--- config.mk ---
export PLATFORM = sky130hd
export DESIGN_NAME = soc_dbg_top
export DESIGN_NICKNAME = d
export VERILOG_FILES = /design/src/common/soc_dbg_pkg.sv /design/src/source/soc_dbg_top.sv /design/src/source/flash_sel_seq.sv /design/src/source/misc_regs.sv /design/src/dbg_loader/dbg_mem_writer.sv /design/src/dbg_loader/dbg_fifo.sv
export VERILOG_INCLUDE_DIRS = /design/src /design/src/common
export SDC_FILE = /design/constraint.sdc
export NUM_CORES = 1
export LEC_CHECK = 0
export ABC_CLOCK_PERIOD_IN_PS = 4000
export BUFFER_PORTS_ARGS = -buffer_cell sky130_fd_sc_hd__buf_2
export CORE_ASPECT_RATIO = 0.5
export CORE_MARGIN = 1.5
export CORE_UTILIZATION = 50
export DETAILED_ROUTE_END_ITERATION = 8
export HOLD_SLACK_MARGIN = 0.15
export PLACE_DENSITY = 0.67
export SYNTH_ARGS = -nofsm -noshare
export SYNTH_HDL_FRONTEND = slang
export SYNTH_SLANG_ARGS = --single-unit
--- constraint.sdc ---
create_clock -name clk48m -period 4 [get_ports clk48m]
set_clock_uncertainty 0.15 [all_clocks]
set_input_delay 0.8 -clock clk48m [delete_from_list [all_inputs] [get_ports clk48m]]
set_output_delay 0.8 -clock clk48m [all_outputs]
set_load 0.02 [all_outputs]
--- src/common/soc_dbg_defines.svh ---
// Debug loader and misc register block
// Widths, queue sizing, the misc region code and the
// flash-select sequencer constants shared by the RTL

`ifndef SOC_DBG_DEFINES_SVH
`define SOC_DBG_DEFINES_SVH

// --------------------------------------------------
// data path
// --------------------------------------------------
`define DBG_DATA_W       32
`define DBG_FIFO_DEPTH   16
`define DBG_FIFO_AW      4

// misc region outputs
`define GENIO_W          30
`define LED_W            16

// top address nibble that selects the misc registers
`define MISC_REGION      4'h2

// --------------------------------------------------
// flash select and reload
// --------------------------------------------------
// data bits 31..8 of a flash-select write that ask for a reprogram
`define FSEL_RELOAD_KEY  24'hD0F1A5
`define FSEL_DELAY_START 3'd7
// chip select window, inclusive on both ends
`define FSEL_C_HI        3'd5
`define FSEL_C_LO        3'd3

`endif
--- src/common/soc_dbg_pkg.sv ---
// Debug loader types
// Queue entry, bus write request and the misc register
// word indices used by the loader and the register block

`default_nettype none

`include "soc_dbg_defines.svh"

package soc_dbg_pkg;

	// --------------------------------------------------
	// one entry from the debug port
	// --------------------------------------------------
	// is_addr set means data is a new address pointer
	typedef struct packed {
		logic                   is_addr;
		logic [`DBG_DATA_W-1:0] data;
	} dbg_entry_t;

	// --------------------------------------------------
	// write request toward the register block
	// --------------------------------------------------
	typedef struct packed {
		logic [`DBG_DATA_W-1:0] addr;
		logic [`DBG_DATA_W-1:0] wdata;
	} bus_req_t;

	// word index inside the misc region, address bits 6..2
	typedef enum logic [4:0] {
		REG_LED       = 5'd0,
		REG_FLASH_SEL = 5'd13,
		REG_GENIO_OUT = 5'd18,
		REG_GENIO_OE  = 5'd19,
		// set and clear aliases of the general I/O output
		REG_GENIO_W2S = 5'd20,
		REG_GENIO_W2C = 5'd21
	} misc_reg_e;

endpackage

`default_nettype wire

--- src/source/soc_dbg_top.sv ---
// Debug loader top level
// Debug port entries are queued, written over the internal bus
// into the misc register block, and the flash-select register
// drives the chip select and reprogram sequencer.

`timescale 1ns/1ps
`default_nettype none

`include "soc_dbg_defines.svh"

module soc_dbg_top (
	input  logic                   clk48m,
	input  logic                   rst,
	input  logic                   dbg_strobe_i,
	input  logic                   dbg_sel_i,
	input  logic [`DBG_DATA_W-1:0] dbg_data_i,
	output logic [`LED_W-1:0]      led_o,
	output logic [`GENIO_W-1:0]    genio_out_o,
	output logic [`GENIO_W-1:0]    genio_oe_o,
	output logic                   fsel_d_o,
	output logic                   fsel_c_o,
	output logic                   programn_o,
	output logic                   bus_error_o,
	output logic                   overflow_o
);
	import soc_dbg_pkg::*;

	dbg_entry_t port_entry;
	dbg_entry_t head;
	logic       empty;
	logic       pop;
	bus_req_t   req;
	logic       valid;
	logic       ready;
	logic       fsel_strobe;
	logic       reload_req;

	// select bit on top, data below
	assign port_entry = {dbg_sel_i, dbg_data_i};

	// --------------------------------------------------
	// loader
	// --------------------------------------------------
	dbg_fifo #(
		.DEPTH(`DBG_FIFO_DEPTH)
	) i_fifo (
		.clk48m     (clk48m),
		.rst        (rst),
		.wr_i       (dbg_strobe_i),
		.wr_entry_i (port_entry),
		.pop_i      (pop),
		.head_o     (head),
		.empty_o    (empty),
		.overflow_o (overflow_o)
	);

	dbg_mem_writer i_writer (
		.clk48m  (clk48m),
		.rst     (rst),
		.head_i  (head),
		.empty_i (empty),
		.pop_o   (pop),
		.req_o   (req),
		.valid_o (valid),
		.ready_i (ready)
	);

	// --------------------------------------------------
	// register target and flash select
	// --------------------------------------------------
	misc_regs i_regs (
		.clk48m        (clk48m),
		.rst           (rst),
		.req_i         (req),
		.valid_i       (valid),
		.ready_o       (ready),
		.bus_error_o   (bus_error_o),
		.led_o         (led_o),
		.genio_out_o   (genio_out_o),
		.genio_oe_o    (genio_oe_o),
		.fsel_d_o      (fsel_d_o),
		.fsel_strobe_o (fsel_strobe),
		.reload_req_o  (reload_req)
	);

	flash_sel_seq i_fsel (
		.clk48m        (clk48m),
		.rst           (rst),
		.fsel_strobe_i (fsel_strobe),
		.reload_req_i  (reload_req),
		.fsel_c_o      (fsel_c_o),
		.programn_o    (programn_o)
	);

endmodule

`default_nettype wire

--- src/source/flash_sel_seq.sv ---
// Flash select delay sequencer
// After a flash-select write, counts down and raises the chip
// select inside a fixed window so the selection is settled
// before a requested reprogram pulls programn low.

`timescale 1ns/1ps
`default_nettype none

`include "soc_dbg_defines.svh"

module flash_sel_seq (
	input  logic clk48m,
	input  logic rst,
	input  logic fsel_strobe_i,
	input  logic reload_req_i,
	output logic fsel_c_o,
	output logic programn_o
);

	logic [2:0] delay_cnt;
	logic       reload_pending;
	logic       reload_fired;

	assign fsel_c_o   = (delay_cnt <= `FSEL_C_HI) && (delay_cnt >= `FSEL_C_LO);
	assign programn_o = ~reload_fired;

	always_ff @(posedge clk48m) begin
		if (rst) begin
			delay_cnt      <= '0;
			reload_pending <= 1'b0;
			reload_fired   <= 1'b0;
		end else begin
			if (fsel_strobe_i) begin
				delay_cnt <= `FSEL_DELAY_START;
				if (reload_req_i) begin
					reload_pending <= 1'b1;
				end
			end else if (delay_cnt != 3'd0) begin
				delay_cnt <= delay_cnt - 1'b1;
				// count leaving 1, reprogram now and stay there
				if (delay_cnt == 3'd1 && reload_pending) begin
					reload_fired <= 1'b1;
				end
			end
		end
	end

	// reload request only ever comes with a flash-select write
	a_reload_with_strobe: assert property (@(posedge clk48m) disable iff (rst)
		reload_req_i |-> fsel_strobe_i);

endmodule

`default_nettype wire

--- src/source/misc_regs.sv ---
// Misc register block
// Bus target for the debug writer. Decodes the region nibble,
// updates the LED, general I/O and flash-select registers in
// the misc region and flags writes to any other region as a
// bus error. Every request is accepted in the cycle it appears.

`timescale 1ns/1ps
`default_nettype none

`include "soc_dbg_defines.svh"

module misc_regs (
	input  logic                  clk48m,
	input  logic                  rst,
	input  soc_dbg_pkg::bus_req_t req_i,
	input  logic                  valid_i,
	output logic                  ready_o,
	output logic                  bus_error_o,
	output logic [`LED_W-1:0]     led_o,
	output logic [`GENIO_W-1:0]   genio_out_o,
	output logic [`GENIO_W-1:0]   genio_oe_o,
	output logic                  fsel_d_o,
	output logic                  fsel_strobe_o,
	output logic                  reload_req_o
);
	import soc_dbg_pkg::*;

	logic      misc_hit;
	logic      wr_en;
	logic      is_reload;
	misc_reg_e reg_idx;

	// --------------------------------------------------
	// decode
	// --------------------------------------------------
	assign ready_o   = valid_i;
	assign misc_hit  = (req_i.addr[31:28] == `MISC_REGION);
	assign reg_idx   = misc_reg_e'(req_i.addr[6:2]);
	assign wr_en     = valid_i && ready_o && misc_hit;
	assign is_reload = (req_i.wdata[31:8] == `FSEL_RELOAD_KEY);

	// --------------------------------------------------
	// register writes
	// --------------------------------------------------
	always_ff @(posedge clk48m) begin
		if (rst) begin
			led_o         <= '0;
			genio_out_o   <= '0;
			genio_oe_o    <= '0;
			fsel_d_o      <= 1'b0;
			fsel_strobe_o <= 1'b0;
			reload_req_o  <= 1'b0;
			bus_error_o   <= 1'b0;
		end else begin
			fsel_strobe_o <= 1'b0;
			reload_req_o  <= 1'b0;
			// nothing outside the misc region answers
			bus_error_o   <= valid_i && ready_o && !misc_hit;
			if (wr_en) begin
				case (reg_idx)
					REG_LED: begin
						led_o <= req_i.wdata[`LED_W-1:0];
					end
					REG_GENIO_OUT: begin
						genio_out_o <= req_i.wdata[`GENIO_W-1:0];
					end
					REG_GENIO_OE: begin
						genio_oe_o <= req_i.wdata[`GENIO_W-1:0];
					end
					REG_GENIO_W2S: begin
						genio_out_o <= genio_out_o | req_i.wdata[`GENIO_W-1:0];
					end
					REG_GENIO_W2C: begin
						genio_out_o <= genio_out_o & ~req_i.wdata[`GENIO_W-1:0];
					end
					REG_FLASH_SEL: begin
						fsel_d_o      <= req_i.wdata[0];
						fsel_strobe_o <= 1'b1;
						// magic key in the upper bits arms a reprogram
						reload_req_o  <= is_reload;
					end
					default: ;
				endcase
			end
		end
	end

	// the writer never repeats a request, so strobes stay single
	a_strobe_single: assert property (@(posedge clk48m) disable iff (rst)
		fsel_strobe_o |=> !fsel_strobe_o);

endmodule

`default_nettype wire

--- src/dbg_loader/dbg_mem_writer.sv ---
// Debug memory writer
// Drains the debug queue. Address entries reload the write
// pointer, data entries become one bus write at the pointer,
// after which the pointer steps to the next word.

`timescale 1ns/1ps
`default_nettype none

`include "soc_dbg_defines.svh"

module dbg_mem_writer (
	input  logic                    clk48m,
	input  logic                    rst,
	input  soc_dbg_pkg::dbg_entry_t head_i,
	input  logic                    empty_i,
	output logic                    pop_o,
	output soc_dbg_pkg::bus_req_t   req_o,
	output logic                    valid_o,
	input  logic                    ready_i
);
	import soc_dbg_pkg::*;

	logic [`DBG_DATA_W-1:0] addr_ptr;
	bus_req_t               req_q;

	// --------------------------------------------------
	// queue side
	// --------------------------------------------------
	// take the head only while no write is outstanding
	assign pop_o = !empty_i && !valid_o;
	assign req_o = req_q;

	always_ff @(posedge clk48m) begin
		if (rst) begin
			addr_ptr <= '0;
			valid_o  <= 1'b0;
		end else begin
			if (valid_o && ready_i) begin
				valid_o  <= 1'b0;
				// next word
				addr_ptr <= addr_ptr + `DBG_DATA_W'(4);
			end else if (pop_o) begin
				if (head_i.is_addr) begin
					addr_ptr <= head_i.data;
				end else begin
					valid_o <= 1'b1;
				end
			end
		end
	end

	// --------------------------------------------------
	// request payload
	// --------------------------------------------------
	always_ff @(posedge clk48m) begin
		if (pop_o && !head_i.is_addr) begin
			req_q.addr  <= addr_ptr;
			req_q.wdata <= head_i.data;
		end
	end

	// the target accepts at once, so a request never lingers
	a_valid_drops: assert property (@(posedge clk48m) disable iff (rst)
		valid_o |=> !valid_o);

endmodule

`default_nettype wire

--- src/dbg_loader/dbg_fifo.sv ---
// Debug entry queue
// Captures each debug port strobe as one entry in a circular
// buffer. The port cannot be stalled, so a strobe that finds
// the queue full is lost and flagged in a sticky overflow bit.

`timescale 1ns/1ps
`default_nettype none

`include "soc_dbg_defines.svh"

module dbg_fifo #(
	parameter int DEPTH = `DBG_FIFO_DEPTH
) (
	input  logic                    clk48m,
	input  logic                    rst,
	input  logic                    wr_i,
	input  soc_dbg_pkg::dbg_entry_t wr_entry_i,
	input  logic                    pop_i,
	output soc_dbg_pkg::dbg_entry_t head_o,
	output logic                    empty_o,
	output logic                    overflow_o
);
	import soc_dbg_pkg::*;

	// pointer width
	localparam int AW = (DEPTH == `DBG_FIFO_DEPTH) ? `DBG_FIFO_AW : $clog2(DEPTH);

	dbg_entry_t    mem [DEPTH];
	logic [AW-1:0] wr_ptr;
	logic [AW-1:0] rd_ptr;
	logic [AW:0]   count;
	logic          full;
	logic          push;

	assign full    = (count == (AW+1)'(DEPTH));
	assign empty_o = (count == '0);
	assign push    = wr_i && !full;
	assign head_o  = mem[rd_ptr];

	// storage
	always_ff @(posedge clk48m) begin
		if (push) begin
			mem[wr_ptr] <= wr_entry_i;
		end
	end

	always_ff @(posedge clk48m) begin
		if (rst) begin
			wr_ptr     <= '0;
			rd_ptr     <= '0;
			count      <= '0;
			overflow_o <= 1'b0;
		end else begin
			if (push) begin
				wr_ptr <= wr_ptr + 1'b1;
			end
			if (pop_i) begin
				rd_ptr <= rd_ptr + 1'b1;
			end
			case ({push, pop_i})
				2'b10: count <= count + 1'b1;
				2'b01: count <= count - 1'b1;
				default: ;
			endcase
			// entry dropped, remember it until reset
			if (wr_i && full) begin
				overflow_o <= 1'b1;
			end
		end
	end

	a_no_pop_empty: assert property (@(posedge clk48m) disable iff (rst) pop_i |-> !empty_o);
	a_count_bound: assert property (@(posedge clk48m) disable iff (rst)
		count <= (AW+1)'(DEPTH));

endmodule

`default_nettype wire

### Word-level counts from Yosys, hierarchy flattened

Memory sizes are Yosys's and may differ from the RTL's. A register that Yosys moved wholly into a read port is not among the register bits.
Cells that the tools add are included.

| word-level totals | value |
|---|---|
| register bits after elaboration | 196 |
| input bits | 36 |
| RAM bits | 528 |
| memories kept | 1 |

Memory list:

| memory | words | width | read ports | clocked after Yosys merged registers in | write ports | RTL line | text |
|---|---|---|---|---|---|---|---|
| i_fifo.mem | 16 | 33 | 1 | 1 | 1 | dbg_fifo.sv:28 | `dbg_entry_t mem [DEPTH];` |

| operators by class | value |
|---|---|
| bitwise operators | 8 |
| $lt $le $gt $ge | 2 |
| add/sub/neg operators | 6 |
| multiplexer cells | 13 |
| reduce and logical (&&, ||, !) cells | 31 |
| eq/ne operators | 11 |

Operator list:

| kind | number |
|---|---|
| 32-bit 2-to-1 mux | 3 |
| 30-bit case mux with 3 select lines | 1 |
| 32-bit by 3-bit adder with 32-bit output, second input constant | 1 |
| 30-bit bitwise AND | 1 |
| 30-bit NOT | 1 |
| 30-bit bitwise OR | 1 |
| 5-bit equality test, second input constant | 5 |
| 24-bit equality test, second input constant | 1 |
| 2-bit AND reduction | 6 |
| 5-bit zero test | 2 |
| 5-bit case mux with 2 select lines | 1 |
| 4-bit by 1-bit adder with 4-bit output, second input constant | 2 |
| 1-bit logical AND | 8 |
| 4-bit 2-to-1 mux | 2 |
| 2-bit nonzero test | 4 |
| 3-bit 2-to-1 mux | 2 |
| 3-bit nonzero test | 2 |
| 3-bit OR reduction | 2 |
| 5-bit by 1-bit adder with 5-bit output, second input constant | 1 |
| 5-bit by 4-bit equality test with 1-bit output, second input constant | 1 |
| 1-bit zero test | 5 |
| 1-bit NOT | 5 |
| 5-bit by 1-bit subtractor with 5-bit output, second input constant | 1 |
| 4-bit by 2-bit equality test with 1-bit output, second input constant | 1 |
| other kinds (9) | 12 |

### Depth between registers and ports, before layout

Gate-level depths: netlist of the first run.

| logic depth | value |
|---|---|
| depth in word-level cells | 5 |
| depth in mapped cells | 12 |
| gate-level depth less buffers | 11 |

### Modules after synthesis

A second synthesis of the first run with hierarchy kept.

| second synthesis, totals | value |
|---|---|
| cells, all modules | 1,599 |
| area total of the unflattened synthesis | 28,808.9 µm² |

By module, submodules not included:

| module | cells each | area an instance (µm²) | seq. area each (µm²) | instances |
|---|---|---|---|---|
| dbg_fifo | 848 | 20,757.4 | 16,215.6 | 1 |
| misc_regs | 420 | 3,963.8 | 1,601.5 | 1 |
| dbg_mem_writer | 302 | 3,808.7 | 2,582.5 | 1 |
| flash_sel_seq | 29 | 279.0 | 100.1 | 1 |

### Least setup slack after synthesis of the first run

No wires, ideal clock.

| path | value |
|---|---|
| path kind | input port to flip-flop |
| start point | input dbg_strobe_i |
| end point | memory i_fifo.mem[3][0] (netlist name), enable pin |
| arrival | 3,752 ps |
| path slack | -366 ps |
| cell stages on the path | 3 |
| library setup time | 464 ps |
| cell sequence | a21boi_1 -> nand2_1 -> nor3_1 |

| between the ends | value |
|---|---|
| cells in the longest elaborated chain, start to end | 3 |

RTL lines:

| element | RTL line | text |
|---|---|---|
| start, declared | soc_dbg_top.sv:14 | `input logic dbg_strobe_i,` |
| 1-bit logical AND | dbg_fifo.sv:37 | `assign push = wr_i && !full;` |
| 1-bit 2-to-1 mux | dbg_fifo.sv:42 | `if (push) begin` |
| 1-bit 2-to-1 mux (implied by the code) | dbg_fifo.sv:43 | `mem[wr_ptr] <= wr_entry_i;` |
| end, declared | dbg_fifo.sv:28 |  |

No other way between the ends.

### Worst setup path in the final report of the first run

| path | value |
|---|---|
| start point | register i_fifo.count[1] |
| end point | register i_fifo.count[4] |

| between the ends | value |
|---|---|
| cells in the longest elaborated chain, start to end | 5 |
| elaborated cells on any way between the ends | 12 |
| classes of those cells | 2 x add/sub; 3 x eq/ne; 1 x mux; 6 x reduce/logical |

RTL lines:

| element | RTL line | text |
|---|---|---|
| start, declared | dbg_fifo.sv:31 | `logic [AW:0] count;` |
| start signal, assigned | dbg_fifo.sv:61 | `2'b10: count <= count + 1'b1;` |
| start signal, assigned | dbg_fifo.sv:62 | `2'b01: count <= count - 1'b1;` |
| 5-bit zero test * | dbg_fifo.sv:36 | `assign empty_o = (count == '0);` |
| 1-bit zero test * | dbg_mem_writer.sv:30 | `assign pop_o = !empty_i && !valid_o;` |
| 1-bit logical AND * | dbg_mem_writer.sv:30 |  |
| via i_fifo.pop_i | dbg_fifo.sv:18 | `input logic pop_i,` |
| 2-bit by 1-bit equality test with 1-bit output / 2-bit equality test (equally long branches) | dbg_fifo.sv:60 | `case ({push, pop_i})` |
| 5-bit case mux with 2 select lines / 2-bit nonzero test (equally long branches) | - |  |

Mark *: on every way through the listed nets, which the timed path passes. The rest lies on a longest branch.
A chain may end at the register's enable or synchronous reset.

==> out/qor.yml, run 1 <==
yosysWarnings: 0
syn_inst: 1538
start_util_pct: 50.5
drive_above_1_share_pct: 25.9
h-tree-depth: 2
io_pins: 117
fin_area_um2: 30800
peakVddDrop_mv: 0.380
hpwlAfterDp_um: 36400
clk_path_buf_depth: 3
startpoint: "i_fifo.count[1]"
final_cells: 2437
synth_seq_cells: 703
area_delta_synth_final_pct: 13.6
setup_violations: 0
grt_pass1_wl_um: 91400
wl_per_cell_um: 24.7
die_x_um: 332
numCtsBuffers: 59
post-cts-setup-buffer-count: 0
crit_end: "i_fifo.count[4]"
clk_pin_slew_ns: 0.07
hold_viol_final: 0
vias_per_cell: 5.98
clk-insertion-delay-late_ns: 0.63
ff2ff_path_depth: 11
report.final.slew_viol_count: 0
dp_slack_ns: 0.650
synth.area.top_cells: "edfxtp_1 63%, mux4_2 12%, dfxtp_1 9.9%"
fin_crit_sh_pct: 84.9
max_slew_margin_pct: 31.2
io_buffers: 116
path_class: "flop to flop"
initialDrtViolationCount: 1590
finalPower_mw: 19.4
ys_types: 63
worst_slack_ns: 0.602
drc: 0
min_path_type: "flop to flop"
cts_hold_buf: 0
synth_top_area_share_pct: 63.0
drv_cap: 0
finalCriticalPeriod_ns: 3.40
groute.usage.overall_pct: 21.8
grt_pass1_vias: 14700
design.core.area_um2: 53700
p_leak_nw: 10.1
synth_area_um2: 27100
regToRegSetupSlack_ns: 0.60
grt_overflow: 0
grt_max_degree: 62
ys_seq_area_share_pct: 72.9
antenna_cells: 0
yosysTopAreaCell: "edfxtp_1"
crit_path_start_kind: "flop"
place_congestion: 0.806
status: "finished, final reports clean"
die_y_um: 168
rows: 60
cp_max_fo: 10
syn_nets: 1587
totalWireLength_um: 60300
dpl.cell_count: 2329
whs_ns: 0.301
drtAntennaViolNets: 0
p_per_area_nw_per_um2: 630
dpl-instance-area_um2: 28800
cts_tree: "yes"
r2r-start: "i_fifo.count[1]"
firstDrtPassIters: 5
fin_util_pct: 57.4
crit_required_ns: 4.32
clock-root-buffer: "clkbuf_16"
cts_sinks: 703
r2r-end: "i_fifo.count[4]"
setup_tns_ns: 0
worst_setup_path_end_kind: "flop"
routed-via-count: 14600
syn_area_per_cell_um2: 17.6
nets: 1726
synthArstFlopShare_pct: 0
max_freq_mhz: 294
rsz0062_at_grt: "no"
worstMarginPinSlew_ns: 1.03
synth_edf_count: 569
cts-resized-gates: 0
antenna_found_initial: 1
synth_ff_type: "edfxtp_1"
dieArea_um2: 55700
hp-start: "i_regs.genio_oe_o[27]"
crit_arrival_ns: 3.72
## registers in the layout (all words and copies together), names as in the netlist, named ones only
register	flops
i_fsel.delay_cnt	3
i_fifo.count	5
i_writer.addr_ptr	30
i_regs.fsel_d_o	1
i_fsel.reload_fired	1
i_fifo.mem	528
i_fsel.reload_pending	1
i_writer.valid_o	1
i_regs.led_o	16
i_regs.bus_error_o	1
i_regs.genio_oe_o	30
i_fifo.wr_ptr	4
i_fifo.overflow_o	1
i_writer.req_o	41
i_fifo.rd_ptr	4
i_regs.fsel_strobe_o	1
i_regs.genio_out_o	30
i_regs.reload_req_o	1
## power breakdown
part           switching, mW  internal, mW
logic                   2.32          1.84
registers              0.636          8.64
clock network           2.62          3.35
## per-layer routing
metal | GRT usage, % | share of wire (%) | up-vias
met5 | 0 | 0 | -
met4 | 4.69 | 1.8 | 0
met3 | 4.31 | 8.4 | 96
met2 | 35.2 | 48 | 571
met1 | 31.1 | 42 | 7539
li1 | - | - | 6375
## synth_stat cells (16+ instances only)
cell / instances
edfxtp_1: 569
mux4_2: 150
dfxtp_1: 134
nor2_1: 111
nand2_1: 109
a21oi_1: 62
a22oi_1: 53
clkbuf_1: 39
o21ai_0: 36
mux2i_1: 34
buf_2: 20
nor3_1: 18
inv_1: 16
## worst min-delay path by stage
stage | endpoint | depth (start not counted)
2_1_floorplan | i_fsel.reload_pending | 2
3_3_place_gp | i_regs.genio_oe_o[15] | 2
3_5_place_dp | i_regs.genio_oe_o[27] | 2
4_1_cts | i_regs.genio_oe_o[27] | 2
5_1_grt | i_regs.genio_oe_o[9] | 2
6_report | i_regs.genio_oe_o[27] | 2
## area by class of cell
cell class | instances | area (um^2)
repair buffers | 161 | 1030
clock inverters | 34 | 345
flip-flops and latches | 703 | 19800
inverters | 16 | 60.1
well taps | 713 | 892
multi-input cells | 736 | 6990
clock buffers | 74 | 1700
fillers | 3873 | 22900
## kinds of logic (layout without fill, tap and decap cells)
kind of cell | count (synthesis) | in the layout | share of synthesized area, %
XOR/XNOR | 25 | 25 | 0.808
multiplexers | 185 | 185 | 13.8
AND/OR/NAND/NOR | 321 | 321 | 5.42
buffers and inverters | 99 | 285 | 1.81
adder cells (fa/ha/maj) | 13 | 13 | 0.600
AO/OA/AOI/OAI | 192 | 192 | 4.66
flip-flops | 703 | 703 | 72.9
## cells in the final DEF (no fill, tap or decap), types with 4 or more instances in the layout
| cell type | netlist | final |
|---|---|---|
| a211oi_1 | 8 | 7 |
| a21oi_1 | 62 | 62 |
| a22oi_1 | 53 | 53 |
| and3_1 | 9 | 9 |
| and4_1 | 5 | 5 |
| buf_12 | 0 | 9 |
| buf_2 | 20 | 115 |
| buf_4 | 15 | 37 |
| bufinv_16 | 0 | 5 |
| clkbuf_1 | 39 | 4 |
| clkbuf_16 | 0 | 64 |
| clkbuf_8 | 0 | 6 |
| clkinv_1 | 0 | 9 |
| clkinv_2 | 0 | 9 |
| dfxtp_1 | 134 | 130 |
| edfxtp_1 | 569 | 569 |
| ha_1 | 13 | 13 |
| inv_1 | 16 | 16 |
| mux2i_1 | 34 | 34 |
| mux4_2 | 150 | 150 |
| nand2_1 | 109 | 109 |
| nand2b_1 | 8 | 8 |
| nand3_1 | 13 | 13 |
| nand4_1 | 9 | 9 |
| nor2_1 | 111 | 98 |
| nor2_4 | 0 | 13 |
| nor2b_1 | 8 | 8 |
| nor3_1 | 18 | 14 |
| nor4_1 | 5 | 4 |
| o21ai_0 | 36 | 36 |
| or2_2 | 4 | 4 |
| or3_1 | 6 | 6 |
| or4_1 | 4 | 4 |
| xnor2_1 | 14 | 14 |
| xor2_1 | 11 | 11 |
## worst max-delay path, stage by stage (launching register included)
cell and delay [ns]:
dfxtp_1 0.39, or4_4 0.58, o21ai_4 0.31, inv_1 0.15, ha_1 0.31, xor2_1 0.19, ha_1 0.22, a21oi_1 0.22
nand2b_1 0.09, a311oi_1 0.38, or4b_1 0.17, o2111ai_1 0.08
Power figures use the tool's default switching activity.
==> inputs of run 2 (changes only) <==
--- a/config.mk
+++ b/config.mk
@@ -6,14 +6,14 @@
 export SDC_FILE = /design/constraint.sdc
 export NUM_CORES = 1
 export LEC_CHECK = 0
-export ABC_CLOCK_PERIOD_IN_PS = 4000
+export ABC_CLOCK_PERIOD_IN_PS = 3300
 export BUFFER_PORTS_ARGS = -buffer_cell sky130_fd_sc_hd__buf_2
 export CORE_ASPECT_RATIO = 0.5
 export CORE_MARGIN = 1.5
 export CORE_UTILIZATION = 50
 export DETAILED_ROUTE_END_ITERATION = 8
 export HOLD_SLACK_MARGIN = 0.15
-export PLACE_DENSITY = 0.67
+export PLACE_DENSITY = 0.65
 export SYNTH_ARGS = -nofsm -noshare
 export SYNTH_HDL_FRONTEND = slang
 export SYNTH_SLANG_ARGS = --single-unit
==> constraint.sdc (replaced) <==
create_clock -name clk48m -period 3.3 [get_ports clk48m]
set_clock_uncertainty 0.15 [all_clocks]
set_input_delay 0.66 -clock clk48m [delete_from_list [all_inputs] [get_ports clk48m]]
set_output_delay 0.66 -clock clk48m [all_outputs]
set_load 0.02 [all_outputs]
==> out/qor.yml, run 2 (synthesis gave the netlist of run 1 again) <==
status: "finished, final reports clean"  # unchanged
firstDrtPassIters: 8  # was 5
largest_reg_flops: 528  # unchanged
setup_tns_ns: 0  # unchanged
wl_per_cell_um: 24.7  # about the same
drive_above_1_share_pct: 25.7  # was 25.9%
cts-resized-gates: 0  # unchanged
max_slew_margin_pct: 45.9  # was 31.2%
h-tree-depth: 2  # unchanged
hpwlAfterDp_um: 37300  # was 36400 um
dp_slack_ns: 0.253  # was 0.650 ns
cts_tree: "yes"  # unchanged
drc: 0  # unchanged
rsz0062_at_grt: "no"  # unchanged
critPathMostFrequentCell: "ha_1"  # unchanged
fin_area_um2: 30700  # was 30800 um^2
crit_arrival_ns: 3.39  # was 3.72 ns
dpl.cell_count: 2346  # was 2329
grt_max_degree: 53  # was 62
design.core.area_um2: 53700  # unchanged
clk-insertion-delay-late_ns: 0.61  # was 0.63 ns
io_buffers: 116  # unchanged
crit_required_ns: 3.62  # was 4.32 ns
p_comb_share_pct: 22.5  # was 21.5%
seqPwrFrac_pct: 48.8  # was 47.8%
worst_setup_path_end_kind: "flop"  # unchanged
cts_hold_buf: 0  # unchanged
start_util_pct: 50.5  # unchanged
switching_share_pct: 29.0  # was 28.7%
worstMarginPinSlew_ns: 0.804  # was 1.03 ns
final_common_cell: "edfxtp_1"  # unchanged
rows: 60  # unchanged
drtAntennaViolNets: 0  # unchanged
grt_pass1_vias: 14500  # was 14700
totalWireLength_um: 60500  # was 60300 um
p_per_area_nw_per_um2: 747  # was 630 nW/um^2
grt_overflow: 0  # unchanged
max_freq_mhz: 326  # was 294 MHz
peakVddDrop_mv: 0.455  # was 0.380 mV
final_cell_mix: "569 x edfxtp_1, 150 x mux4_2, 130 x dfxtp_1"  # unchanged
p_int_mw: 16.3  # was 13.8 mW
whs_ns: 0.222  # was 0.301 ns
finalCriticalPeriod_ns: 3.07  # was 3.40 ns
setup_violations: 0  # unchanged
groute.usage.overall_pct: 21.8  # about the same
finalPower_mw: 23.0  # was 19.4 mW
p_switching_mw: 6.66  # was 5.58 mW
dieArea_um2: 55700  # unchanged
p_clk_share_pct: 28.6  # was 30.8%
clk_path_buf_depth: 3  # unchanged
crit_path_start_kind: "flop"  # unchanged
clock-root-buffer: "clkbuf_16"  # unchanged
final_cells: 2452  # was 2437
io_pins: 117  # unchanged
largest_register: "i_fifo.mem"  # unchanged
cp_max_fo: 8  # was 10
cts_sinks: 703  # unchanged
report.final.slew_viol_count: 0  # unchanged
fin_util_pct: 57.3  # was 57.4%
worst_slack_ns: 0.231  # was 0.602 ns
cpPeakStageDelay_ns: 0.58  # about the same
path_cells: "or4_4 -> o21ai_4 -> inv_1 -> ha_1 -> xor2_1 -> ha_1 -> a21oi_1 -> nand2b_1 -> a311oi_1 -> or4b_1 -> o2111ai_1"  # unchanged
nets: 1743  # was 1726
die_y_um: 168  # unchanged
routed-via-count: 14500  # was 14600
place_congestion: 0.852  # was 0.806
clk_pin_slew_ns: 0.07  # about the same
die_x_um: 332  # unchanged
drv_cap: 0  # unchanged
dpl-instance-area_um2: 29000  # was 28800 um^2
min_path_type: "primary input to flop"  # was flop to flop
numCtsBuffers: 59  # unchanged
hold_viol_final: 0  # unchanged
nFillCells: 4004  # was 3873
path_class: "flop to flop"  # unchanged
initialDrtViolationCount: 1293  # was 1590
post-cts-setup-buffer-count: 0  # unchanged
antenna_found_initial: 2  # was 1
multiInputGateArea_um2: 6990  # unchanged
p_leak_nw: 10.1  # about the same
seq_area_um2: 19800  # unchanged
fin_crit_sh_pct: 93.0  # was 84.9%
startpoint: "i_fifo.count[1]"  # unchanged
r2r-start: "i_fifo.count[1]"  # unchanged
hp-start: "dbg_strobe_i"  # was i_regs.genio_oe_o[27]
vias_per_cell: 5.92  # was 5.98
area_delta_synth_final_pct: 13.4  # was 13.6%
slowest_stage: "or4_4"  # unchanged
grt_pass1_wl_um: 91300  # was 91400 um
==> run 2: changes by cell type in the layout (fill, tap and decap cells not counted), moves of 2 or more <==
cell / delta
clkinvlp_4: -2
buf_4: +10
clkbuf_16: -5
clkbuf_1: +16
clkbuf_8: -4
clkinv_8: -2
clkinv_4: -2
buf_12: +7
bufinv_16: -3
==> run 2: path summary, 6_finish.rpt <==
check | end | slack [ns] | depth (start not counted)
min reg2reg | i_regs.genio_oe_o[13] | 0.30 | 2
min | i_fifo.overflow_o | 0.22 | 3
max reg2reg | i_fifo.count[4] | 0.23 | 11
max | i_fifo.count[4] | 0.23 | 11
==> run 2: layer usage <==
metal / up-vias / wire (um) / track usage, %
met5: - / 0 / 0
met4: 0 / 893 / 4.17
met3: 86 / 4230 / 3.45
met2: 525 / 28700 / 35.0
met1: 7499 / 26800 / 32.0
li1: 6406 / - / -
==> run 2: final cells by class <==
| type | instances | share of cell area [%] |
|---|---|---|
| clock buffers | 81 | 5.14 |
| repair buffers | 178 | 4.06 |
| clock inverters | 24 | 0.623 |
| inverters | 16 | 0.195 |
| well taps | 713 | 2.90 |
| flip-flops and latches | 703 | 64.3 |
| diodes | 1 | 0.00814 |
| multi-input cells | 736 | 22.7 |
==> run 2: power by group through the flow <==
stage	logic, mW	clock network (mW)	registers [mW]
after floorplan	3.74	0	11.0
after global placement	5.06	0	11.3
after detailed placement	5.18	0	11.4
after CTS	5.20	6.68	11.2
after global routing	5.57	7.01	11.3
final	5.18	6.57	11.2
==> run 2: critical path: cells and delay by family (launching register included) <==
family | cells | cell delay (ns)
fa+ha+maj | 2 | 0.50
compound gates | 4 | 0.76
flops | 1 | 0.39
xor+xnor | 1 | 0.18
simple gates | 3 | 0.83
buf+inv | 1 | 0.10
==> inputs of run 3 (changes only) <==
==> constraint.sdc (replaced) <==
create_clock -name clk48m -period 3.3 [get_ports clk48m]
set_clock_uncertainty 0.15 [all_clocks]
set_input_delay 0.165 -clock clk48m [delete_from_list [all_inputs] [get_ports clk48m]]
set_output_delay 0.165 -clock clk48m [all_outputs]
set_load 0.02 [all_outputs]
==> out/qor.yml, run 3 (synthesis gave the netlist of run 1 again) <==
status: "finished, final reports clean"  # unchanged
p_leak_nw: 10.2  # was 10.1 nW
design.core.area_um2: 53700  # unchanged
report.final.slew_viol_count: 0  # unchanged
slowest_stage: "or4_4"  # unchanged
peakVddDrop_mv: 0.426  # was 0.455 mV
p_int_mw: 16.2  # was 16.3 mW
crit_arrival_ns: 3.40  # was 3.39 ns
largest_reg_flops: 528  # unchanged
whs_ns: 0.303  # was 0.222 ns
setup_violations: 0  # unchanged
hold_viol_final: 0  # unchanged
nFillCells: 3987  # was 4004
crit_path_start_kind: "flop"  # unchanged
seqPwrFrac_pct: 48.8  # about the same
drive_above_1_share_pct: 24.9  # was 25.7%
dieArea_um2: 55700  # unchanged
critPathMostFrequentCell: "ha_1"  # unchanged
final_cells: 2489  # was 2452
die_x_um: 332  # unchanged
worstMarginPinSlew_ns: 1.03  # was 0.804 ns
crit_required_ns: 3.61  # was 3.62 ns
cp_max_fo: 8  # unchanged
path_buf_inv: 1  # unchanged
finalCriticalPeriod_ns: 3.09  # was 3.07 ns
rows: 60  # unchanged
antenna_found_initial: 3  # was 2
initialDrtViolationCount: 1333  # was 1293
path_class: "flop to flop"  # unchanged
fin_crit_sh_pct: 93.5  # was 93.0%
post-cts-setup-buffer-count: 0  # unchanged
firstDrtPassIters: 6  # was 8
start_util_pct: 50.5  # unchanged
grt_overflow: 0  # unchanged
wl_per_cell_um: 24.3  # was 24.7 um
clk-insertion-delay-late_ns: 0.61  # about the same
grt_max_degree: 82  # was 53
numCtsBuffers: 59  # unchanged
finalPower_mw: 22.9  # was 23.0 mW
io_buffers: 116  # unchanged
path_cells: "or4_4 -> o21ai_4 -> inv_1 -> ha_1 -> xor2_1 -> ha_1 -> a21oi_1 -> nand2b_1 -> a311oi_2 -> or4b_1 -> o2111ai_1"  # was or4_4 -> o21ai_4 -> inv_1 -> ha_1 -> xor2_1 -> ha_1 -> a21oi_1 -> nand2b_1 -> a311oi_1 -> or4b_1 -> o2111ai_1
io_pins: 117  # unchanged
switching_share_pct: 29.1  # was 29.0%
drv_cap: 0  # unchanged
min_path_type: "flop to flop"  # was primary input to flop
area_delta_synth_final_pct: 14.5  # was 13.4%
p_clk_share_pct: 28.3  # was 28.6%
p_comb_share_pct: 22.9  # was 22.5%
h-tree-depth: 2  # unchanged
die_y_um: 168  # unchanged
final_cell_mix: "569 x edfxtp_1, 150 x mux4_2, 130 x dfxtp_1"  # unchanged
p_per_area_nw_per_um2: 737  # was 747 nW/um^2
p_switching_mw: 6.65  # was 6.66 mW
grt_pass1_wl_um: 92800  # was 91300 um
largest_register: "i_fifo.mem"  # unchanged
antenna_cells: 0  # was 1
crit_family: "simple AND/OR/NAND/NOR gates"  # unchanged
final_common_cell: "edfxtp_1"  # unchanged
routed-via-count: 14600  # was 14500
grt_pass1_vias: 15000  # was 14500
dpl.cell_count: 2343  # was 2346
drtAntennaViolNets: 0  # unchanged
cts_sinks: 703  # unchanged
nets: 1776  # was 1743
clk_pin_slew_ns: 0.07  # about the same
vias_per_cell: 5.87  # was 5.92
cpPeakStageDelay_ns: 0.59  # was 0.58 ns
totalWireLength_um: 60600  # was 60500 um
rsz0062_at_grt: "no"  # unchanged
groute.usage.overall_pct: 22.2  # was 21.8%
setup_tns_ns: 0  # unchanged
worst_setup_path_end_kind: "flop"  # unchanged
clk_path_buf_depth: 3  # unchanged
cts_tree: "yes"  # unchanged
max_slew_margin_pct: 31.1  # was 45.9%
hpwlAfterDp_um: 37700  # was 37300 um
drc: 0  # unchanged
clock-root-buffer: "clkbuf_16"  # unchanged
place_congestion: 0.861  # was 0.852
max_freq_mhz: 324  # was 326 MHz
-- run 3: cell types whose count changed in the layout (fill, tap and decap cells not counted), moves of 2 or more --
| cell | before | now |
|---|---|---|
| buf_4 | 47 | 45 |
| clkinv_1 | 8 | 13 |
| clkinv_2 | 8 | 10 |
| inv_6 | 1 | 3 |
| dlygate4sd3_1 | 0 | 36 |
-- run 3: final cells by class --
class	count	area (um^2)	share of cell area, %
clock buffers	81	1570	5.05
flip-flops and latches	703	19800	63.7
repair buffers	211	1570	5.07
inverters	16	60.1	0.193
well taps	713	892	2.87
multi-input cells	736	7000	22.5
clock inverters	29	171	0.552
-- run 3: per-stage QoR --
stage	instance area [um^2]	setup slack, ns	utilization [%]
6_report	31000	0.214	57.8
3_5_place_dp	28900	0.220	53.9
4_1_cts	31000	0.195	57.8
3_3_place_gp	28900	0.297	53.9
5_1_grt	31000	0.0415	57.8
2_1_floorplan	27100	-0.742	-
-- run 3: repair_timing --
item,4_1_cts,5_1_grt
endpoints found under the hold margin,591,0
setup endpoints to repair,0,1
gates resized for setup,0,1
hold buffers,36,0
-- run 3: final timing paths --
kind	end	slack, ns	cells past startpoint	start
min reg2reg	i_fsel.reload_fired	0.30	2	i_fsel.reload_fired
min	i_fsel.reload_fired	0.30	2	i_fsel.reload_fired
max	i_fifo.count[4]	0.21	11	i_fifo.count[1]
max reg2reg	i_fifo.count[4]	0.21	11	i_fifo.count[1]
-- run 3: power groups by stage --
stage               logic [mW]  registers, mW  clock network [mW]
floorplan                 3.74           11.0                   0
global route              5.65           11.3                6.92
global placement          5.07           11.3                   0
detailed placement        5.20           11.3                   0
CTS                       5.25           11.2                6.58
finish                    5.24           11.2                6.47
-- run 3: worst min-delay path, cell delays in order (launching register included) --
cell     delay, ns
dfxtp_1       0.30
inv_1         0.06
a21oi_1       0.05
-- run 3: per-layer routing --
metal	wire length [um]	up-vias	global-route usage, %
li1	-	6482	-
met1	26700	7551	32.0
met2	28700	512	35.2
met3	4360	73	4.75
met4	886	2	4.43
met5	10	-	0
